--- src/design/periph_pkg.sv ---
package periph_pkg;

  // --------------------
  // Bus geometry
  // --------------------
  localparam int WB_DATA_WIDTH   = 32;
  localparam int WB_SEL_WIDTH    = WB_DATA_WIDTH / 8;
  localparam int WB_ADDR_WIDTH   = 32 - $clog2(WB_SEL_WIDTH);
  localparam int SLOT_WIDTH      = 4;
  localparam int WB_OFFSET_WIDTH = WB_ADDR_WIDTH - SLOT_WIDTH;

  typedef logic [WB_ADDR_WIDTH-1:0]   wb_addr_t;
  typedef logic [WB_DATA_WIDTH-1:0]   wb_data_t;
  typedef logic [WB_SEL_WIDTH-1:0]    wb_sel_t;
  typedef logic [SLOT_WIDTH-1:0]      wb_slot_t;
  typedef logic [WB_OFFSET_WIDTH-1:0] wb_offset_t;

  // Slot map, top address bits
  localparam wb_slot_t SLOT_PWM   = 4'd2;
  localparam wb_slot_t SLOT_AUDIO = 4'd6;

  // --------------------
  // PWM driver
  // --------------------
  localparam int NUM_LEDS   = 4;
  localparam int PWM_PERIOD = 255;

  typedef logic [7:0] duty_t;

  // Word offsets inside the PWM slot
  localparam wb_offset_t REG_CTRL  = '0;
  localparam wb_offset_t REG_DUTY0 = wb_offset_t'(1);

  // --------------------
  // Audio level meter
  // --------------------
  localparam int LEVEL_WINDOW     = 12_000_000 / 200;
  localparam int WINDOW_CNT_WIDTH = $clog2(LEVEL_WINDOW);

  typedef logic signed [11:0]          sample_t;
  typedef logic [11:0]                 magnitude_t;
  typedef logic [3:0]                  level_t;
  typedef logic [WINDOW_CNT_WIDTH-1:0] window_cnt_t;

  // Wishbone classic request and response
  typedef struct packed {
    logic     cyc;
    logic     stb;
    logic     we;
    wb_addr_t adr;
    wb_data_t dat;
    wb_sel_t  sel;
  } wb_req_t;

  typedef struct packed {
    logic     ack;
    wb_data_t dat;
  } wb_rsp_t;

endpackage

--- src/design/wb_decoder.sv ---
`timescale 1ns/1ps

module wb_decoder import periph_pkg::*; (
  input  logic    clk,
  input  logic    rst_n_i,

  // Master side
  input  wb_req_t req_i,
  output wb_rsp_t rsp_o,

  // PWM driver slot
  output wb_req_t pwm_req_o,
  input  wb_rsp_t pwm_rsp_i,

  // Audio level meter slot
  output wb_req_t audio_req_o,
  input  wb_rsp_t audio_rsp_i
);

  wb_slot_t slot;
  logic     hit_pwm;
  logic     hit_audio;
  logic     hit_none;
  logic     dflt_ack_q;

  // --------------------
  // Slot decode
  // --------------------
  assign slot      = req_i.adr[WB_ADDR_WIDTH-1 -: SLOT_WIDTH];
  assign hit_pwm   = (slot == SLOT_PWM);
  assign hit_audio = (slot == SLOT_AUDIO);
  assign hit_none  = !hit_pwm && !hit_audio;

  // Request steering
  // Everything but stb fans out unchanged
  always_comb begin
    pwm_req_o       = req_i;
    pwm_req_o.stb   = req_i.stb && hit_pwm;

    audio_req_o     = req_i;
    audio_req_o.stb = req_i.stb && hit_audio;
  end

  // --------------------
  // Empty slots
  // --------------------
  // One-cycle ack, never back to back
  always_ff @(posedge clk or negedge rst_n_i) begin
    if (!rst_n_i) begin
      dflt_ack_q <= 1'b0;
    end else begin
      dflt_ack_q <= req_i.cyc && req_i.stb && hit_none && !dflt_ack_q;
    end
  end

  // --------------------
  // Response mux
  // --------------------
  always_comb begin
    rsp_o.ack = pwm_rsp_i.ack || audio_rsp_i.ack || dflt_ack_q;

    // Data follows whichever slave acks, empty slots read zero
    if (pwm_rsp_i.ack) begin
      rsp_o.dat = pwm_rsp_i.dat;
    end else if (audio_rsp_i.ack) begin
      rsp_o.dat = audio_rsp_i.dat;
    end else begin
      rsp_o.dat = '0;
    end
  end

endmodule

--- src/design/pwm_controller.sv ---
`timescale 1ns/1ps

module pwm_controller import periph_pkg::*; (
  input  logic                 clk,
  input  logic                 rst_n_i,

  // Wishbone slave
  input  wb_req_t              req_i,
  output wb_rsp_t              rsp_o,

  // Shared time base for the channels
  output duty_t                count_o,
  output logic                 period_start_o,
  output logic                 enable_o,

  // Per-channel duty
  output duty_t [NUM_LEDS-1:0] duty_o
);

  wb_offset_t            offset;
  logic                  access;
  logic                  wr_byte0;
  logic                  ack_q;
  wb_data_t              rd_data;
  wb_data_t              rd_data_q;

  logic                  enable_q;
  duty_t [NUM_LEDS-1:0]  duty_q;
  duty_t                 count_q;

  // --------------------
  // Bus handshake
  // --------------------
  assign offset   = req_i.adr[WB_OFFSET_WIDTH-1:0];
  assign access   = req_i.cyc && req_i.stb && !ack_q;
  assign wr_byte0 = access && req_i.we && req_i.sel[0];

  always_ff @(posedge clk or negedge rst_n_i) begin
    if (!rst_n_i) begin
      ack_q <= 1'b0;
    end else begin
      ack_q <= access;
    end
  end

  // Read mux, registers zero-extended
  always_comb begin
    rd_data = '0;
    if (offset == REG_CTRL) begin
      rd_data[0] = enable_q;
    end
    for (int i = 0; i < NUM_LEDS; i++) begin
      if (offset == wb_offset_t'(REG_DUTY0 + i)) begin
        rd_data[7:0] = duty_q[i];
      end
    end
  end

  // Read data is held for the ack cycle
  always_ff @(posedge clk) begin
    if (access) begin
      rd_data_q <= rd_data;
    end
  end

  assign rsp_o.ack = ack_q;
  assign rsp_o.dat = rd_data_q;

  // --------------------
  // Register file
  // --------------------
  // Writes land on the edge that raises ack
  always_ff @(posedge clk or negedge rst_n_i) begin
    if (!rst_n_i) begin
      enable_q <= 1'b0;
      duty_q   <= '0;
    end else if (wr_byte0) begin
      if (offset == REG_CTRL) begin
        enable_q <= req_i.dat[0];
      end
      for (int i = 0; i < NUM_LEDS; i++) begin
        if (offset == wb_offset_t'(REG_DUTY0 + i)) begin
          duty_q[i] <= req_i.dat[7:0];
        end
      end
    end
  end

  assign enable_o = enable_q;
  assign duty_o   = duty_q;

  // --------------------
  // Period counter
  // --------------------
  // Runs 0 .. PWM_PERIOD-1
  always_ff @(posedge clk or negedge rst_n_i) begin
    if (!rst_n_i) begin
      count_q <= '0;
    end else if (count_q == duty_t'(PWM_PERIOD - 1)) begin
      count_q <= '0;
    end else begin
      count_q <= count_q + 1'b1;
    end
  end

  assign count_o        = count_q;
  assign period_start_o = (count_q == '0);

endmodule

--- src/design/pwm_channel.sv ---
`timescale 1ns/1ps

module pwm_channel import periph_pkg::*; (
  input  logic  clk,
  input  logic  rst_n_i,

  input  duty_t count_i,
  input  logic  period_start_i,
  input  logic  enable_i,

  input  duty_t duty_i,
  output logic  led_o
);

  duty_t active_q;
  duty_t active_eff;
  logic  led_q;

  // New duty takes over at the start of a period only
  assign active_eff = period_start_i ? duty_i : active_q;

  always_ff @(posedge clk or negedge rst_n_i) begin
    if (!rst_n_i) begin
      active_q <= '0;
    end else if (period_start_i) begin
      active_q <= duty_i;
    end
  end

  // Full-scale duty keeps the LED on across the whole period
  always_ff @(posedge clk or negedge rst_n_i) begin
    if (!rst_n_i) begin
      led_q <= 1'b0;
    end else begin
      led_q <= enable_i &&
               ((active_eff == duty_t'(PWM_PERIOD)) || (count_i < active_eff));
    end
  end

  assign led_o = led_q;

endmodule

--- src/design/audio_level_meter.sv ---
`timescale 1ns/1ps

module audio_level_meter import periph_pkg::*; (
  input  logic    clk,
  input  logic    rst_n_i,

  // Wishbone slave
  input  wb_req_t req_i,
  output wb_rsp_t rsp_o,

  // Sample stream
  input  sample_t sample_i,
  input  logic    sample_valid_i
);

  // Highest set bit of the peak picks the level
  function automatic level_t peak_to_level(magnitude_t peak);
    level_t lvl;
    if (peak[11] || peak[10])  lvl = 4'd10;
    else if (peak[9])          lvl = 4'd8;
    else if (peak[8])          lvl = 4'd6;
    else if (peak[7])          lvl = 4'd4;
    else if (peak[6])          lvl = 4'd3;
    else if (peak[5])          lvl = 4'd2;
    else if (peak[4])          lvl = 4'd1;
    else                       lvl = 4'd0;
    return lvl;
  endfunction

  magnitude_t  magnitude;
  magnitude_t  peak_q;
  magnitude_t  peak_cur;
  window_cnt_t window_q;
  logic        window_end;
  level_t      level_q;

  logic        access;
  logic        ack_q;
  wb_data_t    rd_data_q;

  // --------------------
  // Peak tracking
  // --------------------
  // -2048 negates to 12'h800, read as 2048 unsigned
  assign magnitude  = sample_i[11] ? magnitude_t'(-sample_i) : magnitude_t'(sample_i);
  assign peak_cur   = (sample_valid_i && (magnitude > peak_q)) ? magnitude : peak_q;
  assign window_end = (window_q == window_cnt_t'(LEVEL_WINDOW - 1));

  always_ff @(posedge clk or negedge rst_n_i) begin
    if (!rst_n_i) begin
      window_q <= '0;
      peak_q   <= '0;
      level_q  <= '0;
    end else if (window_end) begin
      window_q <= '0;
      peak_q   <= '0;
      level_q  <= peak_to_level(peak_cur);
    end else begin
      window_q <= window_q + 1'b1;
      peak_q   <= peak_cur;
    end
  end

  // --------------------
  // Bus access
  // --------------------
  // Level at offset 0, writes acked and dropped
  assign access = req_i.cyc && req_i.stb && !ack_q;

  always_ff @(posedge clk or negedge rst_n_i) begin
    if (!rst_n_i) begin
      ack_q <= 1'b0;
    end else begin
      ack_q <= access;
    end
  end

  always_ff @(posedge clk) begin
    if (access) begin
      rd_data_q <= (req_i.adr[WB_OFFSET_WIDTH-1:0] == '0) ? wb_data_t'(level_q) : '0;
    end
  end

  assign rsp_o.ack = ack_q;
  assign rsp_o.dat = rd_data_q;

endmodule

--- src/design/periph_top.sv ---
`timescale 1ns/1ps

module periph_top import periph_pkg::*; (
  input  logic                clk,
  input  logic                rst_n_i,

  // Wishbone slave port
  input  wb_req_t             wb_req_i,
  output wb_rsp_t             wb_rsp_o,

  // Audio samples
  input  sample_t             sample_i,
  input  logic                sample_valid_i,

  // Status LEDs
  output logic [NUM_LEDS-1:0] led_o
);

  wb_req_t              pwm_req;
  wb_rsp_t              pwm_rsp;
  wb_req_t              audio_req;
  wb_rsp_t              audio_rsp;

  duty_t                pwm_count;
  logic                 pwm_period_start;
  logic                 pwm_enable;
  duty_t [NUM_LEDS-1:0] pwm_duty;

  // --------------------
  // Address decode
  // --------------------
  wb_decoder wb_decoder_inst (
    .clk         ( clk       ),
    .rst_n_i     ( rst_n_i   ),
    .req_i       ( wb_req_i  ),
    .rsp_o       ( wb_rsp_o  ),
    .pwm_req_o   ( pwm_req   ),
    .pwm_rsp_i   ( pwm_rsp   ),
    .audio_req_o ( audio_req ),
    .audio_rsp_i ( audio_rsp )
  );

  // --------------------
  // PWM LED driver
  // --------------------
  pwm_controller pwm_controller_inst (
    .clk            ( clk              ),
    .rst_n_i        ( rst_n_i          ),
    .req_i          ( pwm_req          ),
    .rsp_o          ( pwm_rsp          ),
    .count_o        ( pwm_count        ),
    .period_start_o ( pwm_period_start ),
    .enable_o       ( pwm_enable       ),
    .duty_o         ( pwm_duty         )
  );

  for (genvar i = 0; i < NUM_LEDS; i++) begin : g_pwm_ch
    pwm_channel pwm_channel_inst (
      .clk            ( clk              ),
      .rst_n_i        ( rst_n_i          ),
      .count_i        ( pwm_count        ),
      .period_start_i ( pwm_period_start ),
      .enable_i       ( pwm_enable       ),
      .duty_i         ( pwm_duty[i]      ),
      .led_o          ( led_o[i]         )
    );
  end

  // Level meter
  audio_level_meter audio_level_meter_inst (
    .clk            ( clk            ),
    .rst_n_i        ( rst_n_i        ),
    .req_i          ( audio_req      ),
    .rsp_o          ( audio_rsp      ),
    .sample_i       ( sample_i       ),
    .sample_valid_i ( sample_valid_i )
  );

endmodule

--- config.mk ---
export PLATFORM = sky130hd
export DESIGN_NAME = periph_top
export DESIGN_NICKNAME = d
export VERILOG_FILES = /design/src/design/periph_pkg.sv /design/src/design/wb_decoder.sv /design/src/design/pwm_controller.sv /design/src/design/pwm_channel.sv /design/src/design/audio_level_meter.sv /design/src/design/periph_top.sv
export SDC_FILE = /design/constraint.sdc
export NUM_CORES = 1
export LEC_CHECK = 0
export BUFFER_PORTS_ARGS = -buffer_cell sky130_fd_sc_hd__buf_4
export CAP_MARGIN = 0
export CORE_UTILIZATION = 25
export CTS_BUF_LIST = sky130_fd_sc_hd__clkbuf_4 sky130_fd_sc_hd__clkbuf_8 sky130_fd_sc_hd__clkbuf_16
export DETAILED_ROUTE_END_ITERATION = 12
export SLEW_MARGIN = 20
export SYNTH_ARGS = -nofsm -noshare
export SYNTH_HDL_FRONTEND = slang
export SYNTH_SLANG_ARGS = --single-unit
--- constraint.sdc ---
create_clock -name clk -period 5.6 [get_ports clk]
set_input_delay 0.28 -clock clk [delete_from_list [all_inputs] [get_ports clk]]
set_output_delay 0.28 -clock clk [all_outputs]
set_load 0.02 [all_outputs]
# --- After elaboration in Yosys (flattened, before gate mapping) ---
# Index checks and enable logic that the tools add are counted.
word_totals:
  out_inout_bits: 37
  reg_bits: 152
  inputBits: 84
  word_cells: 104
op_classes:
  n_addsub: 3
  reduce_logical: 37
  n_eq_ne: 12
  magnitude_cmp: 5
  muxes: 23
ops:
  columns: ["op", "n"]
  rows:
  - ["2-to-1 mux 8 bit", 9]
  - ["2-to-1 mux 32 bit", 2]
  - ["== test 26 x 2 -> 1 bit, second input constant", 2]
  - ["== test 8 bit, second input constant", 5]
  - ["2-to-1 mux 12 bit", 3]
  - ["< comparator 8 bit", 4]
  - ["== test 26 x 1 -> 1 bit, second input constant", 1]
  - ["== test 26 x 3 -> 1 bit, second input constant", 1]
  - ["zero test 26 bit", 1]
  - ["2-to-1 mux 4 bit", 6]
  - ["logical AND 1 bit", 17]
  - ["adder 16 x 1 -> 16 bit, second input constant", 1]
  - ["== test 16 bit, second input constant", 1]
  - ["2-to-1 mux 16 bit", 1]
  - ["> comparator 12 bit", 1]
  - ["negator 12 bit", 1]
  - ["AND reduction 2 bit", 5]
  - ["adder 8 x 1 -> 8 bit, second input constant", 1]
  - ["zero test 8 bit", 1]
  - ["logical OR 1 bit", 7]
  - ["zero test 1 bit", 5]
  - ["== test 4 x 2 -> 1 bit, second input constant", 1]
  - ["== test 4 x 3 -> 1 bit, second input constant", 1]
  - ["2-to-1 mux 1 bit", 2]
  - ["nonzero test 2 bit", 1]

# --- Depth between registers and ports, before layout ---
logic_depth:
  depth_word: 12
  depth_mapped: 16
  depth_no_buf: 13

# --- Hierarchy ---
# A second synthesis with hierarchy kept.
unflattened:
  cells_unflattened: 866
  area_unflattened_um2: 8744.6
modules_own_cells:
  columns: ["module", "area_per_inst_um2", "seq_area_each_um2", "instances", "cells_each"]
  rows:
  - ["pwm_controller", 2572.5, 1291.2, 1, 201]
  - ["audio_level_meter", 2533.7, 945.9, 1, 273]
  - ["pwm_channel at g_pwm_ch[0].pwm_channel_inst ...", 555.5, 225.2, 3, 53]
  - ["wb_decoder", 1441.4, 25.0, 1, 185]
  - ["pwm_channel at g_pwm_ch[3].pwm_channel_inst", 530.5, 225.2, 1, 48]

# --- Worst setup path before layout ---
# OpenSTA, ideal clock, no wires.
synth_timing:
  path_type: "input port to flip-flop"
  start: "in sample_i[5]"
  end: "reg audio_level_meter_inst.level_q[0]"
  n_path_buf: 1
  cell_stages: 12
  required_time_ns: 5.478
  slack_ns: 1.998
  arrival_ns: 3.480
  setup_ns: 0.122
  path_cell_list: "buf_2 > or3_4 > or4_4 > o21ai_2 > xnor2_1 > ha_1 > nand4_1 > a311oi_1 > a2111oi_2 > or2_2 > mux2_2 > a32o_1"
synth_between:
  elab_chain_cells: 12
  elab_cells_between_ends: 13
  cone_classes: "add/sub: 1; order compare: 1; mux: 9; reduce/logical: 2"
synth_rtl:
  columns: ["element", "line", "source"]
  rows:
  - ["from (decl)", "periph_top.sv:12", "input sample_t sample_i,"]
  - ["negator 12 bit", "audio_level_meter.sv:45", "assign magnitude = sample_i[11] ? magnitude_t'(-sample_i) : magnitude_t'(sample_i);"]
  - ["2-to-1 mux 12 bit (*)", "audio_level_meter.sv:45", null]
  - ["> comparator 12 bit", "audio_level_meter.sv:46", "assign peak_cur = (sample_valid_i && (magnitude > peak_q)) ? magnitude : peak_q;"]
  - ["logical AND 1 bit", "audio_level_meter.sv:46", null]
  - ["2-to-1 mux 12 bit (*)", "audio_level_meter.sv:46", null]
  - ["2-to-1 mux 1 bit", "audio_level_meter.sv:25", "else if (peak[4]) lvl = 4'd1;"]
  - ["2-to-1 mux 4 bit", "audio_level_meter.sv:24", "else if (peak[5]) lvl = 4'd2;"]
  - ["2-to-1 mux 4 bit", "audio_level_meter.sv:23", "else if (peak[6]) lvl = 4'd3;"]
  - ["2-to-1 mux 4 bit", "audio_level_meter.sv:22", "else if (peak[7]) lvl = 4'd4;"]
  - ["2-to-1 mux 4 bit", "audio_level_meter.sv:21", "else if (peak[8]) lvl = 4'd6;"]
  - ["2-to-1 mux 4 bit", "audio_level_meter.sv:20", "else if (peak[9]) lvl = 4'd8;"]
  - ["2-to-1 mux 4 bit (*)", "audio_level_meter.sv:19", "if (peak[11] || peak[10]) lvl = 4'd10;"]
  - ["to (signal assigned)", "audio_level_meter.sv:57", "level_q <= peak_to_level(peak_cur);"]
  - ["to (decl)", "audio_level_meter.sv:35", "level_t level_q;"]
# Mark *: on every way between the ends. The rest lies on a longest branch, timed or not. The select of a mux whose other input is x is not followed.
# A chain may end at the register's enable or synchronous reset.

# --- Worst setup path after layout ---
layout_timing:
  start: "reg pwm_controller_inst.count_q[0], in the netlist pwm_controller_inst.count_o[0]"
  end: "reg g_pwm_ch[2].pwm_channel_inst.led_q"
layout_between:
  elab_chain_cells: 5
  elab_cells_between_ends: 6
  cone_classes: "order compare: 1; eq/ne: 1; mux: 1; reduce/logical: 3"
layout_rtl:
  columns: ["element", "line", "source"]
  rows:
  - ["from (decl)", "pwm_controller.sv:29", "duty_t count_q;"]
  - ["from (signal assigned)", "pwm_controller.sv:102", "count_q <= count_q + 1'b1;"]
  - ["zero test 8 bit", "pwm_controller.sv:107", "assign period_start_o = (count_q == '0);"]
  - ["2-to-1 mux 8 bit", null, null]
  - ["< comparator 8 bit or == test 8 bit (tied branches)", "pwm_channel.sv:36", "((active_eff == duty_t'(PWM_PERIOD)) || (count_i < active_eff));"]
  - ["logical OR 1 bit (*)", "pwm_channel.sv:36", null]
  - ["logical AND 1 bit (*)", "pwm_channel.sv:35", "led_q <= enable_i &&"]
  - ["to (signal assigned)", "pwm_channel.sv:35", null]
  - ["to (decl)", "pwm_channel.sv:17", "logic led_q;"]
# Mark *: on every way between the ends. The rest lies on a longest branch, timed or not.

==> results.toml <==
[run_status]
status = "completed"

[pwr]
seq_power_share_pct = 40.4
p_int_mw = 1.76
switching_share_pct = 26.1
p_comb_share_pct = 14.3
p_leak_nw = 4.06
switchingPower_uw = 622
vdd_drop_max_v = 0.000177
clkPwrFrac_pct = 45.3
power_density_nw_per_um2 = 280

[worst_setup_path]
r2r_cells = 11
worst_ep_required_time_ps = 5890
crit_top_cell = "ha_1"
r2r-end = "g_pwm_ch[2].pwm_channel_inst.led_o"
max_stage_delay_ps = 890
crit_type = "reg -> reg"
cp_slowest_cell = "and2_2"
worst-path-max-fanout = 35
path_cells = "inv_1 -> ha_1 -> nor4b_1 -> and2_2 -> mux2i_1 -> ha_1 -> and4_1 -> nand2_1 -> and4b_1 -> a32o_1 -> a31o_2"
endpoint_kind = "register"
crit_buf_inv = 1
reg2reg_from = "pwm_controller_inst.count_o[0]"
ff2ff_setup_slack_ps = 1790
critPathTopFamily = "simple AND/OR/NAND/NOR gates"
critPathLaunchType = "register"
worstPathArrival_ps = 4100

[synthesis]
async_reset_ff_share_pct = 90.3
synth_compound_area_share_pct = 9.72
yosysWarnings = 0
synth.avg_cell_area_sq_um = 10.8
postSynthCellCount = 661
synth_edf_count = 12
synthAdderAreaFrac_pct = 7.91
synth_top_family_by_area = "simple AND/OR/NAND/NOR gates"
synthXorXnorAreaFrac_pct = 3.57
synth_area_sq_um = 7120
synth_flop_cell = "dfrtp_1"
ys_ff_latch = 124
muxShareOfSynthArea_pct = 13.4
ys_seq_area_share_pct = 44.4
synthSimpleGateAreaFrac_pct = 14.0
synth_cell_type_count = 61

[grt]
grt_usage_pct = 12.0
gr-total-overflow = 0
grt_antenna_before_repair = 0
grt_max_degree = 68
grt_pass1_vias = 5089
grt_pass1_wl_mm = 27.0

[clock_network]
ctsResizeCount = 0
clock_latency_ps = 410
post-cts-setup-buffer-count = 0
postCtsHoldBufs = 1
cts_tree = "done"
cts_htree_levels = 4
clockBufferDepth = 2
cts_root_buf = "clkbuf_16"
numCtsBuffers = 17
clkSinkCount = 124
clk_pin_slew_ps = 60

[timing]
fin_crit_sh_pct = 68.0
rsz0062_at_grt = "false"
hold_viol = 0
period_minus_slack_ps = 3810
layout_setup_ws_ps = 1790
fmax_ghz = 0.263
finClkSkew_ps = 9.70
setup_tns_ps = 0
finalMaxSlewViolations = 0
worst_pin_slew_ps = 1010
slew_headroom_pct = 32.6
final-setup-viol-count = 0

[routing]
drt-total-wl_mm = 16.3
dr.pass1.iters = 4
vias = 5149
via_per_inst = 4.61
drt_iter0_markers = 265
final_antenna_net_count = 0
drc = 0
wl_per_cell_microns = 14.6

[floorplan]
die_w_microns = 171
start_util_pct = 25.5
rows = 61
core_sq_um = 27900
die_h_microns = 171
io_pins = 121
die_area_sq_um = 29200

[finish]
area_growth_pct = 19.5
layout_commonest_cell = "dfrtp_1"
diodes = 0
num-fill-cells = 2865
multi_input_area_sq_um = 3550
drive_gt1_share_pct = 21.2
num-nets-final = 856
final_cell_mix = "dfrtp_1 (112), buf_4 (73), inv_1 (49), ha_1 (45), mux2i_1 (41)"
ff_latch_area_sq_um = 3160

[placed_design]
port_buffers = 69
pre_cts_slack_ps = 1730
routabilityCongestion = 0.805
dp_hpwl_mm = 11.9

[worst_hold_path]
holdPathStages = 3
min_to = "wb_decoder_inst.dflt_ack_q"
hp-start = "wb_req_i[67]"
min_path_type = "in -> reg"

[job]
max_cap_viol_count = 0
## worst reg2reg max path, cell delays in order, from the launching register on
cell     delay (ps)
dfrtp_1         410
inv_1           280
ha_1            200
nor4b_1         280
and2_2          890
mux2i_1         340
ha_1            390
and4_1          210
nand2_1          60
and4b_1         220
a32o_1          210
a31o_2          220
## area by class of cell
type | count | area share [%]
clock buffers | 21 | 5.43
clock inverters | 11 | 1.40
inverters | 49 | 2.16
multi-input cells | 461 | 41.7
flip-flops and latches | 124 | 37.2
well taps | 378 | 5.56
repair buffers | 74 | 6.56
## worst max-delay path by stage
| stage | from | endpoint | slack, ps | depth (start not counted) |
|---|---|---|---|---|
| finish | pwm_controller_inst.count_o[0] | g_pwm_ch[2].pwm_channel_inst.led_o | 1790 | 11 |
| global route | pwm_controller_inst.count_o[0] | g_pwm_ch[1].pwm_channel_inst.led_o | 1550 | 11 |
| detailed placement | sample_i[0] | audio_level_meter_inst.level_q[0] | 1730 | 14 |
| global placement | sample_i[1] | audio_level_meter_inst.level_q[0] | 1760 | 11 |
| floorplan | sample_i[5] | audio_level_meter_inst.level_q[0] | 2000 | 12 |
| CTS | pwm_controller_inst.count_o[0] | g_pwm_ch[2].pwm_channel_inst.led_o | 1790 | 11 |
## registers in the layout, summed over array words and instances, names as in the netlist
name and count:
g_pwm_ch.pwm_channel_inst.active_q 32, audio_level_meter_inst.rd_data_q 4, audio_level_meter_inst.level_q 4, audio_level_meter_inst.window_q 16, pwm_controller_inst.rd_data_q 8, pwm_controller_inst.ack_q 1
pwm_controller_inst.duty_o 32, g_pwm_ch.pwm_channel_inst.led_o 4, pwm_controller_inst.enable_o 1, audio_level_meter_inst.ack_q 1, pwm_controller_inst.count_o 8, audio_level_meter_inst.peak_q 12
wb_decoder_inst.dflt_ack_q 1
## cells by family after synthesis
family | after synthesis
xor+xnor | 29
buf+inv | 99
mux | 88
simple gates | 179
other cells | 1
fa+ha+maj | 45
compound gates | 96
flops | 124
## through the flow
step | instance area [sq um] | hold slack, ps | total power [mW] | std cells | utilization (%)
finish | 8510 | 123 | 2.38 | 1118 | 30.5
global route | 8510 | 120 | 2.49 | 1118 | 30.5
CTS | 8510 | 110 | 2.40 | 1118 | 30.5
detailed placement | 7920 | 336 | 1.32 | 1085 | 28.3
global placement | 7920 | 336 | 1.31 | 1085 | 28.3
floorplan | 7210 | -15.6 | 1.21 | 684 | -
## power groups by stage
stage	sequential, mW	combinational [mW]	clock (mW)
5_1_grt	0.966	0.386	1.14
3_5_place_dp	0.977	0.339	0
2_1_floorplan	0.973	0.241	0
3_3_place_gp	0.977	0.334	0
4_1_cts	0.962	0.341	1.10
6_report	0.962	0.341	1.08
## cells in the mapped netlist, types with 2 or more instances
library cell	n	share of area, %
and4b_1	3	0.42
nand2b_1	2	0.18
mux2i_1	41	5.8
o31ai_1	5	0.53
dfrtp_1	112	39
and3_1	13	1.1
nor2b_1	6	0.53
nor3_1	8	0.56
inv_1	49	2.6
nand3_1	16	1.1
a32o_1	4	0.56
nand2_1	27	1.4
nand4b_1	3	0.37
xor2_1	11	1.4
o21ai_0	26	1.8
nor2_1	40	2.1
o31a_1	3	0.37
nor4_1	7	0.62
a21boi_0	5	0.53
a31o_2	4	0.49
buf_4	28	3.0
or3_1	2	0.18
o2bb2ai_1	8	0.98
or4_1	2	0.21
nor3b_1	3	0.32
a22o_1	4	0.49
clkbuf_1	13	0.69
ha_1	45	7.9
buf_2	7	0.49
mux2_2	36	5.7
nand4_1	23	2.0
and2_1	6	0.53
mux2_1	10	1.6
xnor2_1	18	2.2
nor4b_1	3	0.37
a211oi_1	5	0.53
edfxtp_1	12	5.1
and4_1	9	1.1
a21oi_1	20	1.4
## layer usage
layer | wire length (microns) | global-route usage, % | up-vias
met4 | 293 | 4.00 | 0
met5 | 0 | 0 | -
met3 | 697 | 2.52 | 17
met1 | 7520 | 15.6 | 2539
met2 | 7810 | 19.6 | 109
li1 | - | - | 2484
Note: power is estimated with default switching activity, not from simulation.
